==> src/source/cw_route_pkg.sv <==
package cw_route_pkg;

	typedef logic [5:0]  reg_addr_t;   // host register address
	typedef logic [7:0]  reg_byte_t;   // one register data byte
	typedef logic [15:0] bytecnt_t;    // byte index in a multi-byte register
	typedef logic [15:0] hyplen_t;     // register length in bytes

	localparam reg_addr_t CW_TRIGSRC_ADDR = 6'd39;
	localparam reg_addr_t CW_TRIGMOD_ADDR = 6'd40;
	localparam reg_addr_t CW_IOROUTE_ADDR = 6'd55;
	localparam int        IOROUTE_BYTES   = 8;

	localparam reg_byte_t                  TRIGSRC_RESET = 8'h01;   // front panel A only
	localparam reg_byte_t                  TRIGMOD_RESET = 8'h00;
	localparam logic [IOROUTE_BYTES*8-1:0] IOROUTE_RESET = 64'h0201; // gpio1 tx, gpio2 rx

	typedef enum logic [1:0] {
		COMB_OR   = 2'd0,
		COMB_AND  = 2'd1,
		COMB_NAND = 2'd2,
		COMB_OFF  = 2'd3   // combined trigger held low
	} trig_combine_e;

	typedef enum logic [2:0] {
		MOD_EXT        = 3'd0,   // combined external trigger
		MOD_ADVIO      = 3'd1,
		MOD_ANAPATTERN = 3'd2,
		MOD_DECODEDIO  = 3'd3,
		MOD_MMC        = 3'd4,
		MOD_EDGE       = 3'd5
	} trig_module_e;

	typedef enum logic [1:0] {
		PWR_ON   = 2'd0,
		PWR_OFF  = 2'd1,
		PWR_SOFT = 2'd2    // pwm soft-start in progress
	} power_state_e;

	typedef struct packed {
		reg_addr_t addr;
		bytecnt_t  bytecnt;
		reg_byte_t wdata;
		logic      read;
		logic      write;
		logic      addrvalid;   // qualifies addr for the read path
	} reg_bus_t;

	typedef struct packed {
		trig_combine_e mode;      // bits 7:6
		logic [5:0]    enable;    // bit 0 fa, bit 1 fb, bits 5:2 io1..io4
	} trig_src_cfg_t;

	typedef struct packed {
		trig_module_e secondary;  // 0 means disabled here
		logic         fpb_out;    // readback only
		logic         fpa_out;    // readback only
		trig_module_e primary;
	} trig_mod_cfg_t;

	typedef struct packed {
		logic drive;   // static drive enable
		logic level;   // static drive value
		logic txo;     // uart tx open collector, gpio3 only
		logic usoc;    // usi out open collector, gpio3 only
		logic usii;
		logic usio;
		logic rx;
		logic tx;
	} gpio_cfg_t;

	typedef struct packed {
		logic [4:0] rsvd;
		logic       fast_start;   // skip soft-start
		logic       power_off;
		logic       avrprog;
	} power_cfg_t;

	typedef struct packed {
		logic [1:0] rsvd;
		logic       pdic;
		logic       pdic_en;
		logic       pdid;
		logic       pdid_en;
		logic       nrst;
		logic       nrst_en;
	} pin_ctl_t;

	typedef struct packed {
		reg_byte_t  rsvd;      // byte 7
		pin_ctl_t   pin_ctl;   // byte 6
		power_cfg_t power;     // byte 5
		reg_byte_t  glitch;    // byte 4 kept for readback
		gpio_cfg_t  gpio4;
		gpio_cfg_t  gpio3;
		gpio_cfg_t  gpio2;
		gpio_cfg_t  gpio1;     // byte 0
	} io_route_cfg_t;

	typedef struct packed {
		logic advio;
		logic anapattern;
		logic decodedio;
		logic mmc;
		logic edge_trig;   // edge trigger module
	} trig_mod_in_t;

endpackage

==> src/source/cw_regfile.sv <==
`timescale 1ns/1ps

module cw_regfile (
	input  logic                        clk,
	input  logic                        reset,
	input  cw_route_pkg::reg_bus_t      reg_bus_i,
	input  cw_route_pkg::reg_addr_t     reg_hypaddr_i,
	output cw_route_pkg::hyplen_t       reg_hyplen_o,
	output cw_route_pkg::reg_byte_t     reg_rdata_o,
	output cw_route_pkg::trig_src_cfg_t trig_src_o,
	output cw_route_pkg::trig_mod_cfg_t trig_mod_o,
	output cw_route_pkg::io_route_cfg_t io_route_o
);
	import cw_route_pkg::*;

	localparam int SEL_W = $clog2(IOROUTE_BYTES);

	trig_src_cfg_t              trigsrc_q;    // trigger source byte
	trig_mod_cfg_t              trigmod_q;    // trigger module byte
	logic [IOROUTE_BYTES*8-1:0] ioroute_q;    // routing bytes, byte 0 at the bottom
	logic [SEL_W-1:0]           byte_sel;     // routing byte picked by bytecnt
	logic [SEL_W+2:0]           bit_base;     // first bit of that byte
	logic                       addr_hit;     // addr is one of ours
	logic                       rd_valid_q;
	reg_byte_t                  rd_data_q;
	reg_byte_t                  rd_mux;

	assign byte_sel = reg_bus_i.bytecnt[SEL_W-1:0];   // upper bytecnt bits ignored
	assign bit_base = {byte_sel, 3'b000};

	always_comb begin
		case (reg_bus_i.addr)
			CW_TRIGSRC_ADDR,
			CW_TRIGMOD_ADDR,
			CW_IOROUTE_ADDR: addr_hit = 1'b1;
			default:         addr_hit = 1'b0;
		endcase
	end

	// host writes land on the edge where write is seen
	always_ff @(posedge clk) begin
		if (reset) begin
			trigsrc_q <= trig_src_cfg_t'(TRIGSRC_RESET);
			trigmod_q <= trig_mod_cfg_t'(TRIGMOD_RESET);
			ioroute_q <= IOROUTE_RESET;
		end else if (reg_bus_i.write) begin
			case (reg_bus_i.addr)
				CW_TRIGSRC_ADDR: trigsrc_q <= trig_src_cfg_t'(reg_bus_i.wdata);
				CW_TRIGMOD_ADDR: trigmod_q <= trig_mod_cfg_t'(reg_bus_i.wdata);
				CW_IOROUTE_ADDR: ioroute_q[bit_base +: 8] <= reg_bus_i.wdata;   // one byte per beat
				default: ;   // not ours
			endcase
		end
	end

	always_comb begin
		case (reg_bus_i.addr)
			CW_TRIGSRC_ADDR: rd_mux = reg_byte_t'(trigsrc_q);
			CW_TRIGMOD_ADDR: rd_mux = reg_byte_t'(trigmod_q);
			CW_IOROUTE_ADDR: rd_mux = ioroute_q[bit_base +: 8];
			default:         rd_mux = '0;
		endcase
	end

	// valid flag follows addrvalid on a known address
	always_ff @(posedge clk) begin
		if (reset)
			rd_valid_q <= 1'b0;
		else
			rd_valid_q <= reg_bus_i.addrvalid && addr_hit;
	end

	always_ff @(posedge clk) begin
		if (reg_bus_i.read)
			rd_data_q <= rd_mux;   // capture on read strobe
	end

	assign reg_rdata_o = rd_valid_q ? rd_data_q : '0;   // bus sees 0 when not ours

	// length of each register, used by the host to size transfers
	always_comb begin
		case (reg_hypaddr_i)
			CW_TRIGSRC_ADDR: reg_hyplen_o = 16'd1;
			CW_TRIGMOD_ADDR: reg_hyplen_o = 16'd1;
			CW_IOROUTE_ADDR: reg_hyplen_o = hyplen_t'(IOROUTE_BYTES);
			default:         reg_hyplen_o = '0;
		endcase
	end

	assign trig_src_o = trigsrc_q;
	assign trig_mod_o = trigmod_q;
	assign io_route_o = io_route_cfg_t'(ioroute_q);

	// host must never strobe read and write together
	a_no_rd_wr: assert property (
		@(posedge clk) disable iff (reset)
		!(reg_bus_i.read && reg_bus_i.write)
	);

endmodule

==> src/source/trigger_route.sv <==
`timescale 1ns/1ps

module trigger_route (
	input  cw_route_pkg::trig_src_cfg_t trig_src_cfg_i,
	input  cw_route_pkg::trig_mod_cfg_t trig_mod_cfg_i,
	input  logic [5:0]                  trig_ext_in_i,   // bit 0 fa, bit 1 fb, then io1..io4
	input  cw_route_pkg::trig_mod_in_t  trig_mod_in_i,
	output logic                        trigger_ext_o,
	output logic [1:0]                  trigger_o
);
	import cw_route_pkg::*;

	logic ext_or;    // any enabled line high
	logic ext_and;   // all enabled lines high
	logic ext_comb;  // combined external trigger

	// module select shared by both capture outputs
	function automatic logic pick_module(
		input trig_module_e code,
		input logic         ext,    // value used for code 0
		input trig_mod_in_t mods
	);
		logic sel;
		case (code)
			MOD_EXT:        sel = ext;
			MOD_ADVIO:      sel = mods.advio;
			MOD_ANAPATTERN: sel = mods.anapattern;
			MOD_DECODEDIO:  sel = mods.decodedio;
			MOD_MMC:        sel = mods.mmc;
			MOD_EDGE:       sel = mods.edge_trig;
			default:        sel = 1'b0;   // codes 6 and 7
		endcase
		return sel;
	endfunction

	assign ext_or  = |(trig_ext_in_i & trig_src_cfg_i.enable);
	assign ext_and = &(trig_ext_in_i | ~trig_src_cfg_i.enable);   // disabled lines count as 1

	always_comb begin
		case (trig_src_cfg_i.mode)
			COMB_OR:   ext_comb = ext_or;
			COMB_AND:  ext_comb = ext_and;
			COMB_NAND: ext_comb = ~ext_and;
			default:   ext_comb = 1'b0;   // off
		endcase
	end

	assign trigger_ext_o = ext_comb;

	// primary code 0 routes the combined external trigger
	assign trigger_o[0] = pick_module(trig_mod_cfg_i.primary, ext_comb, trig_mod_in_i);

	// secondary code 0 disables the output
	assign trigger_o[1] = pick_module(trig_mod_cfg_i.secondary, 1'b0, trig_mod_in_i);

endmodule

==> src/source/target_power.sv <==
`timescale 1ns/1ps

module target_power #(
	parameter int PWM_BITS   = 11,      // pwm period is 2**PWM_BITS cycles
	parameter int SOFT_STEPS = 16384,   // pwm periods spent in soft-start
	parameter int SOFT_DUTY  = 1400     // off time per pwm period
) (
	input  logic                     clk,
	input  logic                     reset,
	input  cw_route_pkg::power_cfg_t power_cfg_i,
	output logic                     targetpower_off_o,
	output logic                     io_highz_o
);
	import cw_route_pkg::*;

	localparam int STEP_W = (SOFT_STEPS > 1) ? $clog2(SOFT_STEPS) : 1;

	logic                off_q;         // registered power_off
	logic                off_falling;   // off_q about to drop
	logic                pwm_wrap;      // last cycle of a pwm period
	logic [PWM_BITS-1:0] pwm_cnt;       // free running
	logic [STEP_W-1:0]   step_cnt;      // soft-start periods done
	power_state_e        pwr_state;

	// off_q holds the previous value while the config bit moves,
	// so the FSM steps on the same edge that loads off_q
	assign off_falling = off_q && !power_cfg_i.power_off;
	assign pwm_wrap    = &pwm_cnt;

	always_ff @(posedge clk) begin
		if (reset) begin
			off_q   <= 1'b0;
			pwm_cnt <= '0;
		end else begin
			off_q   <= power_cfg_i.power_off;
			pwm_cnt <= pwm_cnt + 1'b1;
		end
	end

	always_ff @(posedge clk) begin
		if (reset) begin
			pwr_state <= PWR_ON;
			step_cnt  <= '0;
		end else if (power_cfg_i.power_off) begin
			pwr_state <= PWR_OFF;   // off wins over everything
			step_cnt  <= '0;
		end else if (off_falling) begin
			pwr_state <= power_cfg_i.fast_start ? PWR_ON : PWR_SOFT;
			step_cnt  <= '0;
		end else if (pwr_state == PWR_SOFT && pwm_wrap) begin
			if (step_cnt == STEP_W'(SOFT_STEPS - 1))
				pwr_state <= PWR_ON;   // ramp finished
			step_cnt <= step_cnt + 1'b1;
		end
	end

	always_comb begin
		case (pwr_state)
			PWR_OFF:  targetpower_off_o = 1'b1;
			PWR_SOFT: targetpower_off_o = (pwm_cnt < SOFT_DUTY);   // off for first part of period
			default:  targetpower_off_o = 1'b0;
		endcase
	end

	assign io_highz_o = off_q;   // release lines with the power switch

	a_state_legal: assert property (
		@(posedge clk) disable iff (reset)
		pwr_state inside {PWR_ON, PWR_OFF, PWR_SOFT}
	);

endmodule

==> src/source/target_io_route.sv <==
`timescale 1ns/1ps

module target_io_route (
	input  logic                        io_highz_i,
	input  cw_route_pkg::io_route_cfg_t io_route_cfg_i,
	input  logic                        uart_tx_i,
	input  logic                        usi_out_i,
	input  logic [3:0]                  targetio_i,
	output logic [3:0]                  targetio_o,
	output logic [3:0]                  targetio_oe_o,
	output logic                        uart_rx_o,
	output logic                        usi_in_o
);
	import cw_route_pkg::*;

	logic [1:0] drv [4];   // {enable, value} per line before high-z override

	// drive priority for one line, result is {enable, value}
	function automatic logic [1:0] line_drive(
		input gpio_cfg_t cfg,
		input logic      usi_ok,   // line can carry usi out
		input logic      oc_ok,    // line has open-collector modes
		input logic      tx,
		input logic      usi
	);
		logic [1:0] r;
		r = 2'b00;
		if (cfg.tx)
			r = {1'b1, tx};
		else if (usi_ok && cfg.usio)
			r = {1'b1, usi};
		else if (oc_ok && cfg.usoc)
			r = {~usi, 1'b0};   // pull low only
		else if (oc_ok && cfg.txo)
			r = {~tx, 1'b0};    // pull low only
		else if (cfg.drive)
			r = {1'b1, cfg.level};
		return r;
	endfunction

	always_comb begin
		drv[0] = line_drive(io_route_cfg_i.gpio1, 1'b1, 1'b0, uart_tx_i, usi_out_i);
		drv[1] = line_drive(io_route_cfg_i.gpio2, 1'b1, 1'b0, uart_tx_i, usi_out_i);
		drv[2] = line_drive(io_route_cfg_i.gpio3, 1'b1, 1'b1, uart_tx_i, usi_out_i);
		drv[3] = line_drive(io_route_cfg_i.gpio4, 1'b0, 1'b0, uart_tx_i, usi_out_i);   // tx and drive only
		for (int i = 0; i < 4; i++) begin
			targetio_o[i]    = drv[i][0];
			targetio_oe_o[i] = drv[i][1] && !io_highz_i;   // power off floats every line
		end
	end

	// lowest numbered line wins, idle high when unassigned
	always_comb begin
		if (io_route_cfg_i.gpio1.rx)
			uart_rx_o = targetio_i[0];
		else if (io_route_cfg_i.gpio2.rx)
			uart_rx_o = targetio_i[1];
		else if (io_route_cfg_i.gpio3.rx)
			uart_rx_o = targetio_i[2];
		else if (io_route_cfg_i.gpio4.rx)
			uart_rx_o = targetio_i[3];
		else
			uart_rx_o = 1'b1;
	end

	always_comb begin
		if (io_route_cfg_i.gpio1.usii)
			usi_in_o = targetio_i[0];
		else if (io_route_cfg_i.gpio2.usii)
			usi_in_o = targetio_i[1];
		else if (io_route_cfg_i.gpio3.usii)
			usi_in_o = targetio_i[2];
		else
			usi_in_o = 1'b1;   // gpio4 has no usi input
	end

	a_highz_no_oe: assert final (!io_highz_i || (targetio_oe_o == 4'b0000));

endmodule

==> src/source/cw_route_top.sv <==
`timescale 1ns/1ps

module cw_route_top #(
	parameter int PWM_BITS   = 11,
	parameter int SOFT_STEPS = 16384,
	parameter int SOFT_DUTY  = 1400
) (
	input  logic                       clk,
	input  logic                       reset,
	input  cw_route_pkg::reg_bus_t     reg_bus_i,
	input  cw_route_pkg::reg_addr_t    reg_hypaddr_i,
	output cw_route_pkg::hyplen_t      reg_hyplen_o,
	output cw_route_pkg::reg_byte_t    reg_rdata_o,
	input  logic [5:0]                 trig_ext_in_i,   // fa, fb, io1..io4 from bit 0
	input  cw_route_pkg::trig_mod_in_t trig_mod_in_i,
	output logic                       trigger_ext_o,
	output logic [1:0]                 trigger_o,       // to capture logic
	input  logic                       uart_tx_i,
	input  logic                       usi_out_i,
	input  logic [3:0]                 targetio_i,
	output logic [3:0]                 targetio_o,
	output logic [3:0]                 targetio_oe_o,
	output logic                       uart_rx_o,
	output logic                       usi_in_o,
	output logic                       targetpower_off_o,
	output logic                       avrprog_en_o,
	output cw_route_pkg::pin_ctl_t     pin_ctl_o
);
	import cw_route_pkg::*;

	trig_src_cfg_t trig_src;   // combine mode and enables
	trig_mod_cfg_t trig_mod;   // capture trigger selects
	io_route_cfg_t io_route;   // all eight routing bytes
	logic          io_highz;   // target unpowered

	cw_regfile cw_regfile_inst (
		.clk           (clk),
		.reset         (reset),
		.reg_bus_i     (reg_bus_i),
		.reg_hypaddr_i (reg_hypaddr_i),
		.reg_hyplen_o  (reg_hyplen_o),
		.reg_rdata_o   (reg_rdata_o),
		.trig_src_o    (trig_src),
		.trig_mod_o    (trig_mod),
		.io_route_o    (io_route)
	);

	trigger_route trigger_route_inst (
		.trig_src_cfg_i (trig_src),
		.trig_mod_cfg_i (trig_mod),
		.trig_ext_in_i  (trig_ext_in_i),
		.trig_mod_in_i  (trig_mod_in_i),
		.trigger_ext_o  (trigger_ext_o),
		.trigger_o      (trigger_o)
	);

	target_power #(
		.PWM_BITS   (PWM_BITS),
		.SOFT_STEPS (SOFT_STEPS),
		.SOFT_DUTY  (SOFT_DUTY)
	) target_power_inst (
		.clk               (clk),
		.reset             (reset),
		.power_cfg_i       (io_route.power),
		.targetpower_off_o (targetpower_off_o),
		.io_highz_o        (io_highz)
	);

	target_io_route target_io_route_inst (
		.io_highz_i     (io_highz),
		.io_route_cfg_i (io_route),
		.uart_tx_i      (uart_tx_i),
		.usi_out_i      (usi_out_i),
		.targetio_i     (targetio_i),
		.targetio_o     (targetio_o),
		.targetio_oe_o  (targetio_oe_o),
		.uart_rx_o      (uart_rx_o),
		.usi_in_o       (usi_in_o)
	);

	assign avrprog_en_o = io_route.power.avrprog;   // programming header connect
	assign pin_ctl_o    = io_route.pin_ctl;         // nrst, pdid, pdic static control

endmodule

==> config.mk <==
export PLATFORM = sky130hd
export DESIGN_NAME = cw_route_top
export DESIGN_NICKNAME = d
export VERILOG_FILES = /design/src/source/cw_route_pkg.sv /design/src/source/cw_regfile.sv /design/src/source/trigger_route.sv /design/src/source/target_power.sv /design/src/source/target_io_route.sv /design/src/source/cw_route_top.sv
export SDC_FILE = /design/constraint.sdc
export NUM_CORES = 1
export LEC_CHECK = 0
export BUFFER_PORTS_ARGS = -buffer_cell sky130_fd_sc_hd__buf_2
export CAP_MARGIN = 0
export CORE_MARGIN = 2
export CORE_UTILIZATION = 40
export CTS_BUF_LIST = sky130_fd_sc_hd__clkbuf_4 sky130_fd_sc_hd__clkbuf_8
export DETAILED_ROUTE_END_ITERATION = 10
export GPL_TIMING_DRIVEN = 0
export PLACE_DENSITY = 0.62
export SKIP_LAST_GASP = 1
export SYNTH_ARGS = -nofsm -noshare
export SYNTH_HDL_FRONTEND = slang
export SYNTH_SLANG_ARGS = --single-unit
==> constraint.sdc <==
create_clock -name clk -period 9.7 [get_ports clk]
set_clock_uncertainty 0.1 [all_clocks]
set_input_delay 1.94 -clock clk [delete_from_list [all_inputs] [get_ports clk]]
set_output_delay 1.94 -clock clk [all_outputs]
set_load 0.02 [all_outputs]
==> impl_metrics.toml <==
[flow_run]
cap_viol_max_count = 0

[timing]
maxSlewViolCount = 0
timing.fmax_ghz = 0.195
relSlewSlack_pct = 33.6
rsz0062_at_grt = "false"
final_hold_viol_count = 0
setup_tns_ps = 0
setup_violations = 0
post-route-min-period_ps = 5130
fin_hold_ws_ps = 355
worstMarginPinSlew_ps = 987
post-route-period-util_pct = 52.9

[floorplanning]
initial_core_util_pct = 40.9
die_area_um2 = 15900
die_h_um = 126
core_um2 = 14500
rows = 44
die_w_um = 126
ios = 105

[logic_synthesis]
avgSynthCellArea_um2 = 9.09
synthArstFlopShare_pct = 0
synth_top_area_share_pct = 36.7
ys.flop_type = "dfxtp_1"
synth-edff-count = 8
yosysWarnings = 0
syn-cell-area_um2 = 5950
synthTopCellsByArea = "dfxtp_1, mux2i_1, nor2_1, mux4_2, edfxtp_1"
synth-seq-cells = 117
synth.distinct_cells = 57
synthCells = 654
yosysSeqAreaShare_pct = 40.7
synth_top_area_cell = "dfxtp_1"

[cells_and_area]
final_area_um2 = 7080
drive_above_1_share_pct = 22.9
n_antenna_cell = 0
final_common_cell = "nor2_1"
final_cell_mix = "nor2_1, dfxtp_1, buf_2"
area_delta_synth_final_pct = 19.0
num-nets-final = 828

[critical_path]
path_cells = "buf_2, o22ai_1, o31a_1, a211oi_1, a21o_1, buf_2"
crit_top_cell = "buf_2"
cp_slowest_cell = "a211oi_1"
critPathArrivalTime_ps = 3090
path_max_fanout = 2
crit_type = "in2out"
critPathBufInv = 2
slowest_delay_ps = 320
required_ps = 7660
start_kind = "input pin"
end_kind = "output pin"
path_delay_family = "compound AO/OA/AOI/OAI gates"

[clocking]
ctsHoldBuffers = 0
clock-sinks = 117
cts_setup_buffers = 0
ctsResizeCount = 0
clk_path_buf_depth = 2
cts_made_buffers = 17
clock_latency_ps = 450
clk_pin_slew_ps = 70
htree_levels = 4
cts_tree = "yes"
cts-root-buf = "clkbuf_8"

[global_routing]
antenna_found_initial = 0
grt_use_total_pct = 21.4
grt_max_degree = 17
grt_pass1_wl_mm = 26.2
grt_pass1_vias = 4979
grt.overflow.total = 0

[run_status]
outcome = "finished, final reports clean"

[pwr]
p_leak_nw = 3.09
vdd_drop_max_mv = 0.101
powerDensity_nw_per_um2 = 156

[route]
drt-initial-drc-count = 362
drc = 0
wirelength_mm = 16.9
firstDrtPassIters = 5
ant_nets = 0
via_per_inst = 5.39
via_count = 5164
routedWlPerCell_um = 17.6

[place]
dp_hpwl_mm = 12.7
port_buffers = 75
place.gp.congestion = 0.918
place_area_um2 = 6600

[hold_path]
hold_class = "reg2reg"
worst paths after layout:
check / from / end / slack (ps) / depth (start not counted)
max: trig_ext_in_i[5] / trigger_o[0] / 4570 / 6
min: target_power_inst.pwm_cnt[0] / target_power_inst.pwm_cnt[0] / 350 / 1
max reg2reg: target_power_inst.pwm_cnt[0] / target_power_inst.pwr_state[1] / 7350 / 6
min reg2reg: target_power_inst.pwm_cnt[0] / target_power_inst.pwm_cnt[0] / 350 / 1
area by class of cell:
cell class	instances	area, µm²
fill	1378	7460
multi-input combinational	484	3220
sequential	117	2420
timing repair buffer	75	375
clock buffer	23	304
buffer	48	288
tap	184	230
clock inverter	9	173
inverter	18	67.6
sequential cells by signal (all words and copies together), names as in the netlist:
signal                        count
target_power_inst.io_highz_o      1
cw_regfile_inst.trig_mod_o        8
cw_regfile_inst.rd_valid_q        1
target_power_inst.pwr_state       2
cw_regfile_inst.trig_src_o        8
target_power_inst.step_cnt       14
cw_regfile_inst.io_route_o       64
cw_regfile_inst.rd_data_q         8
target_power_inst.pwm_cnt        11
Yosys cell counts (2+ instances only):
master / count
nand4_1: 4
nor2_2: 2
and2_1: 11
mux4_2: 16
nand3_1: 29
nor2_1: 116
and3_1: 6
buf_4: 25
nand2b_1: 10
a211oi_1: 4
o21ai_0: 18
inv_1: 17
clkbuf_1: 13
nor4_1: 3
buf_1: 4
or2_2: 9
a211o_1: 2
xor2_1: 14
edfxtp_1: 8
nor2b_1: 2
buf_2: 4
ha_1: 9
xnor2_1: 6
o22ai_1: 3
a21oi_1: 40
nor3b_1: 2
mux2_2: 2
and4b_1: 2
nor4b_1: 2
nand2_1: 45
and4_1: 3
mux2i_1: 65
nor3_1: 11
nand2_2: 3
nor4_4: 2
a22oi_1: 10
dfxtp_1: 109
or3_1: 4
kinds of logic (layout without fill, tap and decap cells):
| kind of cell | after synthesis | count (layout) | synth area share [%] |
|---|---|---|---|
| xor+xnor | 20 | 20 | 2.95 |
| compound gates | 84 | 84 | 8.25 |
| mux | 83 | 83 | 17.4 |
| simple gates | 274 | 274 | 22.7 |
| buf+inv | 66 | 173 | 5.98 |
| fa+ha+maj | 9 | 9 | 1.89 |
| flops | 117 | 117 | 40.7 |
| other cells | 1 | 14 | 0.0631 |
power breakdown:
part           leakage [nW]  internal [mW]  switching, mW  total [mW]
Sequential            0.961          0.488        0.00160       0.490
Clock                 0.243          0.338          0.196       0.534
Combinational          1.88         0.0267         0.0524      0.0792
metrics by stage:
stage	util (%)	total power, mW	setup slack [ps]	cells
final	48.7	1.10	4570	958
after global routing	48.7	1.14	4470	958
after CTS	48.7	1.11	4590	958
after detailed placement	45.4	0.579	4270	926
after global placement	45.4	0.577	4320	926
after floorplan	-	0.547	4440	667
metal layers:
metal,track usage (%),part of all wire [%]
met3,4.67,5.7
met5,0,0
met4,8.21,2.7
met2,34.9,47
met1,27.8,45
Note: power is estimated with default switching activity, not from simulation.
